[src/trellis_pkg.sv]
`default_nettype none

package trellis_pkg;

   // --------------------------------------------------------------------------
   // trellis sizes
   // --------------------------------------------------------------------------

   // 64 states with four decision values per branch
   parameter int num_states = 64;
   parameter int state_w    = 6;
   parameter int dec_w      = 2;

   // --------------------------------------------------------------------------
   // multi-h backward step
   // --------------------------------------------------------------------------

   // upper state bits move back by multiplier * decision
   parameter int step_even  = 5;
   parameter int step_odd   = 4;

   // --------------------------------------------------------------------------
   // types
   // --------------------------------------------------------------------------

   typedef logic [state_w-1:0] state_t;

   typedef logic [dec_w-1:0] decision_t;

   // entry s holds the survivor decision of state s
   typedef decision_t [num_states-1:0] decision_row_t;

endpackage

`default_nettype wire

[src/decision_history_stage.sv]
`timescale 1ns/1ns
`default_nettype none

module decision_history_stage (
   input  wire logic                       clk,
   input  wire logic                       reset,
   input  wire logic                       sym_en,
   input  wire trellis_pkg::decision_row_t row_in,
   input  wire trellis_pkg::state_t        cur_state,
   output trellis_pkg::decision_row_t      row_out,
   output trellis_pkg::decision_t          picked
);

   // --------------------------------------------------------------------------
   // stored survivor row
   // --------------------------------------------------------------------------

   trellis_pkg::decision_row_t row_q;

   // shifts one symbol deeper on every strobe
   always_ff @(posedge clk) begin
      if (reset) begin
         row_q <= '0;
      end
      else if (sym_en) begin
         row_q <= row_in;
      end
   end

   // next stage takes the row held here
   assign row_out = row_q;

   // --------------------------------------------------------------------------
   // pick for the traced state
   // --------------------------------------------------------------------------

   // combinational 64 to 1 mux so the walk advances one stage per cycle
   always_comb begin
      picked = row_q[cur_state];
   end

endmodule

`default_nettype wire

[src/decision_selector.sv]
`timescale 1ns/1ns
`default_nettype none

module decision_selector #(
   parameter int tb_depth = 3
) (
   input  wire logic                                   clk,
   input  wire logic                                   reset,
   input  wire logic [2:0]                             step,
   input  wire trellis_pkg::decision_t                 dec_tbt_in,
   input  wire trellis_pkg::decision_t [tb_depth-1:0]  picks,
   output trellis_pkg::decision_t                      decision_tmp,
   output trellis_pkg::decision_t                      decision
);

   localparam logic [2:0] last_step = 3'(tb_depth);

   // --------------------------------------------------------------------------
   // per-step decision source
   // --------------------------------------------------------------------------

   // step 0 uses the decision handed in with the strobe
   // step j reads stage j-1
   // later steps hold on the oldest stage
   always_comb begin
      if (step == 3'd0) begin
         decision_tmp = dec_tbt_in;
      end
      else if (step <= last_step) begin
         decision_tmp = picks[step - 3'd1];
      end
      else begin
         decision_tmp = picks[tb_depth-1];
      end
   end

   // --------------------------------------------------------------------------
   // final decision
   // --------------------------------------------------------------------------

   // captured when the walk reaches the oldest row
   // an interrupted walk never gets here
   always_ff @(posedge clk) begin
      if (reset) begin
         decision <= '0;
      end
      else if (step == last_step) begin
         decision <= decision_tmp;
      end
   end

endmodule

`default_nettype wire

[src/traceback_multi_h.sv]
`timescale 1ns/1ns
`default_nettype none

module traceback_multi_h #(
   parameter int tb_depth = 3
) (
   input  wire logic                       clk,
   input  wire logic                       reset,
   input  wire logic                       sym_en,
   input  wire logic                       sym_en_even,
   input  wire trellis_pkg::decision_t     dec_tbt_in,
   input  wire trellis_pkg::decision_row_t sel_row,
   input  wire trellis_pkg::state_t        index,
   output trellis_pkg::decision_t          decision
);

   trellis_pkg::state_t                   cur_state;
   logic [2:0]                            step;
   trellis_pkg::decision_t                decision_tmp;
   trellis_pkg::decision_t [tb_depth-1:0] picks;

   // row_chain[k] feeds stage k and entry 0 is the incoming row
   trellis_pkg::decision_row_t row_chain [0:tb_depth];

   assign row_chain[0] = sel_row;

   // --------------------------------------------------------------------------
   // state walk
   // --------------------------------------------------------------------------

   traceback_sequencer #(
      .tb_depth     (tb_depth)
   ) u_sequencer (
      .clk          (clk),
      .reset        (reset),
      .sym_en       (sym_en),
      .sym_en_even  (sym_en_even),
      .index        (index),
      .decision_tmp (decision_tmp),
      .cur_state    (cur_state),
      .step         (step)
   );

   // --------------------------------------------------------------------------
   // survivor history with stage 0 newest
   // --------------------------------------------------------------------------

   for (genvar k = 0; k < tb_depth; k++) begin : g_stage
      decision_history_stage u_stage (
         .clk       (clk),
         .reset     (reset),
         .sym_en    (sym_en),
         .row_in    (row_chain[k]),
         .cur_state (cur_state),
         .row_out   (row_chain[k+1]),
         .picked    (picks[k])
      );
   end

   // --------------------------------------------------------------------------
   // decision out
   // --------------------------------------------------------------------------

   decision_selector #(
      .tb_depth     (tb_depth)
   ) u_selector (
      .clk          (clk),
      .reset        (reset),
      .step         (step),
      .dec_tbt_in   (dec_tbt_in),
      .picks        (picks),
      .decision_tmp (decision_tmp),
      .decision     (decision)
   );

endmodule

`default_nettype wire

[src/traceback_sequencer.sv]
`timescale 1ns/1ns
`default_nettype none

module traceback_sequencer #(
   parameter int tb_depth = 3
) (
   input  wire logic                    clk,
   input  wire logic                    reset,
   input  wire logic                    sym_en,
   input  wire logic                    sym_en_even,
   input  wire trellis_pkg::state_t     index,
   input  wire trellis_pkg::decision_t  decision_tmp,
   output trellis_pkg::state_t          cur_state,
   output logic [2:0]                   step
);

   // step count parks one past the last stage
   localparam logic [2:0] step_max = 3'(tb_depth + 1);

   logic       parity;
   logic [3:0] step_mult;
   logic [3:0] upper_next;

   trellis_pkg::state_t next_state;

   // --------------------------------------------------------------------------
   // trace step counter
   // --------------------------------------------------------------------------

   always_ff @(posedge clk) begin
      if (reset || sym_en) begin
         step <= '0;
      end
      else if (step < step_max) begin
         step <= step + 3'd1;
      end
   end

   // --------------------------------------------------------------------------
   // modulation index parity
   // --------------------------------------------------------------------------

   // reloaded per symbol and flipped every trace cycle
   always_ff @(posedge clk) begin
      if (reset) begin
         parity <= 1'b0;
      end
      else if (sym_en) begin
         parity <= sym_en_even;
      end
      else begin
         parity <= ~parity;
      end
   end

   // --------------------------------------------------------------------------
   // backward state update
   // --------------------------------------------------------------------------

   always_comb begin
      step_mult  = parity ? 4'(trellis_pkg::step_even) : 4'(trellis_pkg::step_odd);
      // modulo 16 falls out of the 4 bit width
      upper_next = cur_state[5:2] - 4'(step_mult * decision_tmp);
      next_state = {upper_next, decision_tmp};
   end

   // start from the best metric state
   always_ff @(posedge clk) begin
      if (reset) begin
         cur_state <= '0;
      end
      else if (sym_en) begin
         cur_state <= index;
      end
      else begin
         cur_state <= next_state;
      end
   end

endmodule

`default_nettype wire

[config.mk]
export PLATFORM = sky130hd
export DESIGN_NAME = traceback_multi_h
export DESIGN_NICKNAME = d
export VERILOG_FILES = /design/src/trellis_pkg.sv /design/src/decision_history_stage.sv /design/src/decision_selector.sv /design/src/traceback_multi_h.sv /design/src/traceback_sequencer.sv
export SDC_FILE = /design/constraint.sdc
export NUM_CORES = 1
export LEC_CHECK = 0
export BUFFER_PORTS_ARGS = -buffer_cell sky130_fd_sc_hd__buf_2
export CAP_MARGIN = 20
export CORE_ASPECT_RATIO = 1.5
export CORE_UTILIZATION = 40
export DETAILED_ROUTE_END_ITERATION = 16
export SYNTH_ARGS = -nofsm -noshare
export SYNTH_HDL_FRONTEND = slang
export SYNTH_SLANG_ARGS = --single-unit
[constraint.sdc]
create_clock -name clk -period 11.5 [get_ports clk]
set_input_delay 2.3 -clock clk [delete_from_list [all_inputs] [get_ports clk]]
set_output_delay 2.3 -clock clk [all_outputs]
set_load 0.05 [all_outputs]
==> results.md, run 1 <==
* Ys flop type: dfxtp_1
* Critical Path Fanout Max at 93
* Final-report max-slew violation count at 0
* Vias in the first global route at 11900
* Worst reg-to-reg path cell count at 16
* Die Area at 44500 um^2
* Actual slew at the worst max-slew pin at 1.14 ns
* Final nets at 1810
* CTS buffer count at 39
* Starting Density at 40.7%
* Worst VDD drop at 0.0904 mV
* Register area share after synthesis at 45.4%
* DIE HEIGHT at 258 um
* Slew headroom at 24.3%
* ANT cells at 0
* Root Buffer: clkbuf_16
* Crit path buffers/inverters at 3
* Max clock buf depth at 3
* Clock Pin Slew Worst Setup and Hold Paths at 0.06 ns
* Pin count of the biggest net entering global routing at 227
* Via count at 11700
* #FFs+latches synth at 396
* DP HPWL at 27200 um
* Share of flip-flops with an asynchronous set or reset at 0%
* Antenna Nets Post-Route at 0
* Core Box Area at 42900 um^2
* Hold Buf Count CTS at 0
* FF-to-FF Start: u_sequencer.cur_state[1]
* Synthesized area per cell at 11.0 um^2
* P&R area growth vs syn at 12.9%
* Yosys top cell area share at 45.4%
* Final hold viol count at 0
* Max_cap viols at 0
* Max Freq at 0.202 GHz
* Flop-to-flop setup slack at 7.03 ns
* # IOs at 142
* Layout cells sized above 1 at 18.7%
* Power per cell area at 157 nW/um^2
* R2R Path End: u_sequencer.cur_state[5]
* Syn Inst Count at 1589
* Leakage at 8.48 nW
* DRC at 0
* Ys Warns at 0
* Drt pass-1 iters at 5
* Setup TNS at 0 ns
* Routability cong. at 0.779
* Mapped cell area at 17500 um^2
* Routed WL at 40900 um
* Commonest cells in the netlist: mux2i_1 (411), nor2_1 (401), dfxtp_1 (396), mux4_2 (82), clkbuf_1 (54)
* Filler cells at 4014
* Post-synthesis net count at 1738
* PnR Total Power at 3.09 mW
* CP arrival at 5.32 ns
* Crit Path Class: in -> reg
* Worst EP required at 11.87 ns
* Crit path launch type: input pin
* WL met3 at 1630 um
* Row count at 93
* Synth area leader: dfxtp_1
* CTS tree: done
* PortBufs at 141
* Initial antenna violation count at 1
* Postcts setup bufs at 0
* Critical Path Most Common Cell: buf_4
* Avg WL per Cell at 18.1 um
* Most frequent cell after synthesis: mux2i_1
* Hold_sp: g_stage[2].u_stage.row_out[58]
* Final worst path period share at 43.0%
* Crit path capture type: flip-flop
* CP Cell Sequence: buf_8 > buf_4 > buf_4 > mux2i_1 > nor2_1
* CP max stage delay at 0.96 ns
* Clk_skew at 0.0193 ns
* Congestion Overflow GR at 0
* Drt first-iter violations at 584
* Worst Hold Endpoint: g_stage[2].u_stage.row_out[58]
* Final setup viols at 0
* Post-synth EDFFs at 0
* Status: finished clean
* Global Route Usage Sum at 18.5%
* Die X at 173 um
* HP Class: reg -> reg
* Top Metal Used: met5
* Max H-tree Level at 2
* Final min period at 4.94 ns
* RSZ-0062 raised after global routing: no
* CTS sink cnt at 396
* First-pass GRT wire length at 66000 um
* CP delay by family, top: buffers and inverters
* Netlist cell types at 57
* Hold Crit Depth at 2
* CTS resizes at 0
* Routed length on met2 at 21200 um
* Crit-path slowest cell: buf_4
* Top post-synthesis cells by area: dfxtp_1 (45%), mux2i_1 (24%), mux4_2 (11%)
* Clock latency on the worst-skew pair at 0.54 ns
* Met1 WL at 16900 um
* Vias/cell at 5.18
registers in the layout (all words and copies together), names as in the netlist:
| register | flops |
|---|---|
| u_sequencer.step | 3 |
| u_sequencer.cur_state | 6 |
| g_stage.u_stage.row_out | 384 |
| u_sequencer.parity | 1 |
| u_selector.decision | 2 |
metal layers:
| layer | up-vias | track usage [%] |
|---|---|---|
| li1 | 5755 | - |
| met5 | - | 0 |
| met3 | 68 | 2.89 |
| met1 | 5670 | 22.1 |
| met4 | 2 | 6.94 |
| met2 | 211 | 33.1 |
report_power, final:
group | switching (mW) | leakage [nW] | total, mW | internal, mW
clock network | 0.537 | 0.625 | 1.26 | 0.718
logic | 0.181 | 4.63 | 0.349 | 0.167
registers | 0.0630 | 3.23 | 1.49 | 1.43
worst register-to-register path, delay by kind of cell (launching register included):
| family | cells | cell delay, ns |
|---|---|---|
| and+or+nand+nor | 4 | 0.44 |
| adders and majority gates | 2 | 0.45 |
| DFF | 1 | 0.66 |
| buffers and inverters | 2 | 0.65 |
| xor gates and xnor gates | 1 | 0.23 |
| muxes | 2 | 1.01 |
| AOI/OAI and AO/OA | 5 | 0.92 |
worst max-delay path by stage:
stage                             start                              to  cells after the start
3_3_place_gp                     sym_en  g_stage[0].u_stage.row_out[18]                      5
5_1_grt                          sym_en  g_stage[0].u_stage.row_out[22]                      5
2_1_floorplan             dec_tbt_in[1]        u_sequencer.cur_state[5]                     12
6_report                         sym_en   g_stage[2].u_stage.row_out[2]                      5
4_1_cts        u_sequencer.cur_state[0]        u_sequencer.cur_state[5]                     14
3_5_place_dp                     sym_en  g_stage[2].u_stage.row_out[18]                      5
logic make-up after synthesis:
family,synth area share (%)
AOI/OAI and AO/OA,2.38
xor gates and xnor gates,0.251
adders and majority gates,0.688
buffers and inverters,3.50
DFF,45.4
muxes,36.7
and+or+nand+nor,11.0
cell type report:
| class | count | area [um^2] | share of cell area, % |
|---|---|---|---|
| multi-input cells | 1062 | 8920 | 45.3 |
| inverters | 9 | 33.8 | 0.171 |
| repair buffers | 153 | 848 | 4.31 |
| well taps | 570 | 713 | 3.62 |
| flip-flops and latches | 396 | 7940 | 40.3 |
| clock buffers | 59 | 1190 | 6.07 |
| clock inverters | 11 | 57.6 | 0.292 |
stage by stage:
| stage | std cells | worst slack [ns] | utilization, % | hold slack, ns | area [um^2] |
|---|---|---|---|---|---|
| after global placement | 2189 | 6.08 | 42.9 | 0.464 | 18400 |
| final | 2260 | 6.56 | 45.9 | 0.484 | 19700 |
| after global routing | 2260 | 6.38 | 45.9 | 0.512 | 19700 |
| after detailed placement | 2189 | 6.03 | 42.9 | 0.476 | 18400 |
| after CTS | 2259 | 6.47 | 45.8 | 0.493 | 19700 |
| after floorplan | 1589 | 7.16 | - | 0.451 | 17500 |
placed cells by master, fill, tap and decap left out, types with 3 or more instances in the layout:
master and count:
mux2i_1 411, nor2_1 401, dfxtp_1 392, buf_2 139
mux4_2 82, clkbuf_16 42, nand2_1 35, mux4_1 15
a21oi_1 12, nand3_1 10, nor2b_1 10, clkinv_2 10
buf_4 10, clkbuf_1 9, inv_1 8, ha_1 8
clkbuf_8 8, a22oi_1 7, a31oi_1 6, nand2b_1 5
mux2_2 5, nor3_1 4, nand3b_1 4, xor2_1 3
o21ai_0 3, o2111ai_1 3
(Power assumes the default switching activity.)
==> inputs of run 2 (changes only) <==
Settings changed: ABC_AREA from default to 1.
Clock period 11.5 ns to 4.6 ns, I/O delays scaled along.
==> results.md, run 2 <==
* Status: finished clean
* Synthesized area per cell at 6.94 um^2 (-37%)
* Antenna Nets Post-Route at 0 (unchanged)
* Yosys top cell area share at 45.5% (+0.062 points)
* P&R area growth vs syn at 11.9%
* Final hold viol count at 0 (unchanged)
* Drt pass-1 iters at 5 (unchanged)
* Die X at 172 um (about the same)
* Clock Pin Slew Worst Setup and Hold Paths at 0.07 ns (about the same)
* Post-synthesis net count at 2661 (+53%)
* PortBufs at 141 (unchanged)
* DP HPWL at 30000 um (+10%)
* Hold_sp: g_stage[1].u_stage.row_out[63]
* Crit path launch type: flip-flop
* Die Area at 44400 um^2 (-0.14%)
* Met1 GRT Util at 29.0% (+6.8 points)
* Most frequent cell after synthesis: nor2_1
* PnR Total Power at 8.26 mW (+170%)
* Max H-tree Level at 2 (unchanged)
* Worst reg-to-reg path cell count at 21 (+5)
* CTS buffer count at 39 (unchanged)
* Max clock buf depth at 3 (unchanged)
* R2R Path End: u_sequencer.cur_state[5]
* Crit Path Class: reg -> reg
* Ys Warns at 0 (unchanged)
* Congestion Overflow GR at 0 (unchanged)
* Postcts setup bufs at 0 (unchanged)
* Vias/cell at 5.33 (+3.0%)
* Crit path capture type: flip-flop
* Avg WL per Cell at 15.9 um (-12%)
* Most frequent cells in the layout: nor2_1 (887), o21ai_0 (523), dfxtp_1 (393)
* Critical Path Fanout Max at 39 (-58%)
* Global Route Usage Sum at 22.3% (+3.9 points)
* Final nets at 2669 (+47%)
* Vias in the first global route at 15700 (+31%)
* Core Box Area at 42900 um^2 (unchanged)
* Share of flip-flops with an asynchronous set or reset at 0% (unchanged)
* Hold Crit Depth at 2 (unchanged)
* Worst EP required at 5.08 ns (-6.79 ns)
* Syn Inst Count at 2512 (+58%)
* Top post-synthesis cells by area: dfxtp_1 (45%), nor2_1 (19%), o21ai_0 (15%)
* Post-synth EDFFs at 0 (unchanged)
* Placed insts at 3049 (+39%)
* Initial antenna violation count at 0 (-1)
* M2 GR Usage at 37.9% (+4.8 points)
* Routed WL at 49700 um (+21%)
* Met3 Use GR at 2.64% (-0.25 points)
* Leakage at 8.17 nW (-3.7%)
* Placed inst area at 18200 um^2 (-1.0%)
* Layout cells sized above 1 at 9.89% (-8.8 points)
* Starting Density at 40.6% (-0.055 points)
* Max Freq at 0.271 GHz
* GRT Max-Usage Layer: met2
* Max_cap viols at 0 (unchanged)
* CTS sink cnt at 396 (unchanged)
* RSZ-0062 raised after global routing: no
* CTS tree: done
* Most common cell after layout, fill and taps aside: nor2_1
* Clock latency on the worst-skew pair at 0.54 ns (about the same)
* Drt first-iter violations at 1482 (+150%)
* Routability cong. at 0.831 (+6.7%)
* Final min period at 3.69 ns
* ANT cells at 0 (unchanged)
* #FFs+latches synth at 396 (unchanged)
* Hold Buf Count CTS at 0 (unchanged)
* Power per cell area at 423 nW/um^2 (+170%)
* Setup TNS at 0 ns (unchanged)
* Clk_skew at 0.0168 ns (-0.00243 ns)
* Commonest cells in the netlist: nor2_1 (887), o21ai_0 (523), dfxtp_1 (396), clkbuf_1 (141), nand3_1 (109)
* # IOs at 142 (unchanged)
* Post-route cell area at 19500 um^2 (-0.99%)
* CTS resizes at 0 (unchanged)
* HP Class: reg -> reg
* Final std cells w/o fill at 3118 (+38%)
* Pin count of the biggest net entering global routing at 295 (+30%)
* Worst VDD drop at 0.273 mV (+200%)
* Filler cells at 4473 (+11%)
* Final worst path period share at 80.3%
* Synth area leader: dfxtp_1
* Worst Hold Endpoint: g_stage[2].u_stage.row_out[63]
* Netlist cell types at 25 (-56%)
* Flop-to-flop setup slack at 0.91 ns (-6.12 ns)
* Final setup viols at 0 (unchanged)
* FF-to-FF Start: u_sequencer.cur_state[1]
* Final-report max-slew violation count at 0 (unchanged)
* Row count at 93 (unchanged)
* DIE HEIGHT at 258 um (about the same)
* Via count at 16600 (+42%)
* Slew headroom at 24.2% (-0.073 points)
* Mapped cell area at 17400 um^2 (-0.14%)
* Ys flop type: dfxtp_1
* Max reg flops at 384 (unchanged)
* DRC at 0 (unchanged)
* Root Buffer: clkbuf_16
* Register area share after synthesis at 45.5% (+0.062 points)
* First-pass GRT wire length at 81000 um (+23%)
* Actual slew at the worst max-slew pin at 1.14 ns (+0.00109 ns)
* CP arrival at 4.17 ns (-1.15 ns)
-- run 2: cell count changes after synthesis, moves of 17 or more --
cell      before  now
a21oi_1       12   90
buf_1         41   12
buf_2         13   31
clkbuf_1      54  141
inv_1          8   61
mux2i_1      411    0
mux4_2        82    0
nand2_1       35   99
nand3_1       10  109
nor2_1       401  887
o211ai_1       2   50
o21ai_0        3  523
o21ai_1        0   41
o221ai_1       0   17
-- run 2: stage by stage --
| step | util [%] | hold slack [ns] | setup WS (ns) |
|---|---|---|---|
| 6_report | 45.4 | 0.470 | 0.908 |
| 5_1_grt | 45.4 | 0.501 | 0.586 |
| 4_1_cts | 45.4 | 0.474 | 0.962 |
| 3_5_place_dp | 42.5 | 0.471 | 1.02 |
| 3_3_place_gp | 42.5 | 0.451 | 0.997 |
| 2_1_floorplan | - | 0.426 | 1.76 |
-- run 2: per-layer routing --
| metal | wire, um | vias to the layer above |
|---|---|---|
| met2 | 24200 | 436 |
| met5 | 0 | - |
| li1 | - | 8297 |
| met1 | 21700 | 7813 |
| met4 | 1490 | 0 |
| met3 | 2260 | 88 |
-- run 2: kinds of logic (layout without fill, tap and decap cells) --
logic type,Yosys count,count (layout),synth area share [%]
AND/OR/NAND/NOR,1096,1096,24.4
buffers and inverters,277,313,7.11
flip-flops,396,396,45.5
XOR/XNOR,4,4,0.201
adder cells (fa/ha/maj),9,9,0.689
AO/OA/AOI/OAI,730,730,22.1
-- run 2: power by group --
group | switching [mW] | leakage [nW] | internal [mW] | total, mW
registers | 0.166 | 3.28 | 3.66 | 3.83
logic | 0.797 | 4.25 | 0.422 | 1.22
clock network | 1.38 | 0.633 | 1.84 | 3.21
-- run 2: worst max path at each step --
stage	startpoint	slack, ns	to
after floorplan	u_sequencer.cur_state[0]	1.76	u_sequencer.cur_state[5]
after global placement	u_sequencer.cur_state[1]	1.0	u_sequencer.cur_state[5]
after detailed placement	u_sequencer.cur_state[1]	1.02	u_sequencer.cur_state[5]
after CTS	u_sequencer.cur_state[1]	0.96	u_sequencer.cur_state[5]
after global routing	u_sequencer.cur_state[1]	0.59	u_sequencer.cur_state[5]
final	u_sequencer.cur_state[1]	0.91	u_sequencer.cur_state[5]
-- run 2: layout make-up --
cell class,instances,area [um^2],area share [%]
Tap cell,570,713,3.66
Inverter,67,269,1.38
Sequential cell,396,7940,40.7
Multi-Input combinational cell,1839,8260,42.4
Clock inverter,18,151,0.776
Timing Repair Buffer,177,1050,5.38
Clock buffer,51,1120,5.76
-- run 2: critical path, stage by stage, from the launching register on --
cell and delay, ns:
dfxtp_4 0.57, buf_4 0.44, o21ai_0 0.17, o221ai_1 0.26, nand3_1 0.16, nand3_1 0.10
nand3_1 0.12, nand3_1 0.12, nand2_1 0.06, nand2_1 0.07, nand2_2 0.09, a21boi_1 0.15
ha_1 0.27, ha_1 0.20, o21ai_0 0.17, nand2_1 0.07, nor2_1 0.11, xor2_1 0.19
nand3_1 0.09, nand2_1 0.06, nor2_1 0.05, nor2_1 0.07
==> inputs of run 3 (changes only) <==
Clock period 4.6 ns to 3.35 ns, I/O delays scaled along.
==> results.md, run 3 (synthesis gave the netlist of run 2 again) <==
* Leakage at 8.50 nW (+4.0%)
* Antenna Nets Post-Route at 0 (unchanged)
* Status: finished clean
* Max Freq at 0.304 GHz (+12%)
* Worst EP required at 3.83 ns (-1.25 ns)
* Vias/cell at 5.29 (-0.86%)
* Routed WL at 51200 um (+3.1%)
* Drt pass-1 iters at 7 (+2)
* Power per cell area at 577 nW/um^2 (+36%)
* Crit path capture type: flip-flop
* Final-report max-slew violation count at 0 (unchanged)
* Setup TNS at 0 ns (unchanged)
* DRC at 0 (unchanged)
* Global Route Usage Sum at 22.3% (-0.037 points)
* Worst VDD drop at 0.350 mV (+28%)
* ANT cells at 0 (unchanged)
* Critical Path Fanout Max at 13 (-67%)
* Via count at 16600 (+0.060%)
* Clock latency on the worst-skew pair at 0.55 ns (about the same)
* Final std cells w/o fill at 3147 (+0.93%)
* Crit path launch type: flip-flop
* Clk_skew at 0.0174 ns (+0.000573 ns)
* Initial antenna violation count at 1 (+1)
* Final min period at 3.29 ns (-0.400 ns)
* HP Class: in -> reg
* CTS tree: done
* Core Box Area at 42900 um^2 (unchanged)
* Final worst path period share at 98.3% (+18 points)
* Row count at 93 (unchanged)
* Final setup viols at 0 (unchanged)
* CP arrival at 3.77 ns (-0.40 ns)
* Avg WL per Cell at 16.3 um (+2.2%)
* PortBufs at 141 (unchanged)
* Max clock buf depth at 3 (unchanged)
* Clock Pin Slew Worst Setup and Hold Paths at 0.06 ns (about the same)
* First-pass GRT wire length at 80300 um (-0.81%)
* Max_cap viols at 0 (unchanged)
* Die X at 172 um (unchanged)
* Congestion Overflow GR at 0 (unchanged)
* Root Buffer: clkbuf_16
* CTS sink cnt at 396 (unchanged)
* Die Area at 44400 um^2 (unchanged)
* Layout cells sized above 1 at 11.1% (+1.2 points)
* Most frequent cells in the layout: nor2_1 (886), o21ai_0 (508), dfxtp_1 (393)
* Routability cong. at 0.811 (-2.4%)
* P&R area growth vs syn at 15.9%
* Starting Density at 40.6% (unchanged)
* Most common cell after layout, fill and taps aside: nor2_1
* DIE HEIGHT at 258 um (unchanged)
* RSZ-0062 raised after global routing: yes
* # IOs at 142 (unchanged)
* PnR Total Power at 11.7 mW (+41%)
* Vias in the first global route at 15800 (+0.91%)
* Final nets at 2699 (+1.1%)
* Crit Path Class: reg -> reg
* Max reg flops at 384 (unchanged)
* Drt first-iter violations at 1359 (-8.3%)
* Slew headroom at 23.5% (-0.74 points)
* Pin count of the biggest net entering global routing at 266 (-9.8%)
* Placed insts at 3062 (+0.43%)
* Final hold viol count at 0 (unchanged)
* CTS buffer count at 39 (unchanged)
* Placed inst area at 18500 um^2 (+1.4%)
* Max H-tree Level at 2 (unchanged)
* Actual slew at the worst max-slew pin at 1.15 ns (+0.0110 ns)
* Post-route cell area at 20200 um^2 (+3.6%)
* DP HPWL at 29900 um (-0.46%)
run 3: timing repair:
item                       CTS  global route
setup endpoints to repair    1             1
gates resized for setup      1            36
hold buffers                 0             0
gates cloned                 0            10
hold endpoints to repair     0             0
pin swaps                    0             4
buffers inserted             0             7
run 3: worst paths after layout:
path	startpoint	endpoint	slack [ns]	cells past startpoint
max	u_sequencer.cur_state[0]	u_sequencer.cur_state[5]	0.06	24
max reg2reg	u_sequencer.cur_state[0]	u_sequencer.cur_state[5]	0.06	24
min reg2reg	g_stage[2].u_stage.row_out[75]	g_stage[2].u_stage.row_out[75]	0.47	2
min	sel_row[77]	g_stage[0].u_stage.row_out[77]	0.35	3
run 3: per-layer routing:
metal / track usage, % / vias to the layer above / share of wire, %
met5: 0 / - / 0
met3: 2.99 / 87 / 5.0
met2: 38.1 / 439 / 49
li1: - / 8371 / -
met1: 28.1 / 7747 / 43
met4: 8.58 / 0 / 2.8
run 3: per-stage QoR:
| stage | hold WS [ns] | utilization (%) | worst slack (ns) |
|---|---|---|---|
| 5_1_grt | 0.335 | 47.1 | -0.191 |
| 2_1_floorplan | 0.426 | - | 0.515 |
| 4_1_cts | 0.327 | 46.1 | 0.00214 |
| 6_report | 0.345 | 47.1 | 0.0576 |
| 3_3_place_gp | 0.455 | 43.0 | 0.0346 |
| 3_5_place_dp | 0.460 | 43.0 | 0.00751 |
run 3: critical path, cell delays in order, from the launching register on:
cell       delay (ns)
dfxtp_4          0.49
buf_4            0.18
clkbuf_16        0.17
o21ai_0          0.09
o22ai_1          0.16
o21ai_1          0.08
nand2_1          0.07
nand2_1          0.06
nand2_1          0.07
nand3_1          0.15
nand3_1          0.11
nand2_1          0.05
inv_1            0.07
nand2_2          0.06
a21boi_1         0.14
ha_1             0.27
ha_1             0.21
o21ai_2          0.14
nand2_1          0.08
nor2_2           0.09
xor2_1           0.18
nand3_1          0.10
nand2_1          0.06
nor2_1           0.06
nor2_1           0.09
run 3: report_power, final:
group          total [mW]  internal, mW  switching [mW]  leakage [nW]
Clock                4.56          2.70            1.86         0.657
Combinational        1.85         0.696            1.15          4.56
Sequential           5.25          5.03           0.223          3.28
run 3: final cells by class:
type                            instances  area, um^2
Sequential cell                       396        7940
Clock buffer                           62        1250
Clock inverter                          6        80.1
Inverter                               67         287
Multi-Input combinational cell       1839        8300
Tap cell                              570         713
Timing Repair Buffer                  207        1640
Fill cell                            4382       22700
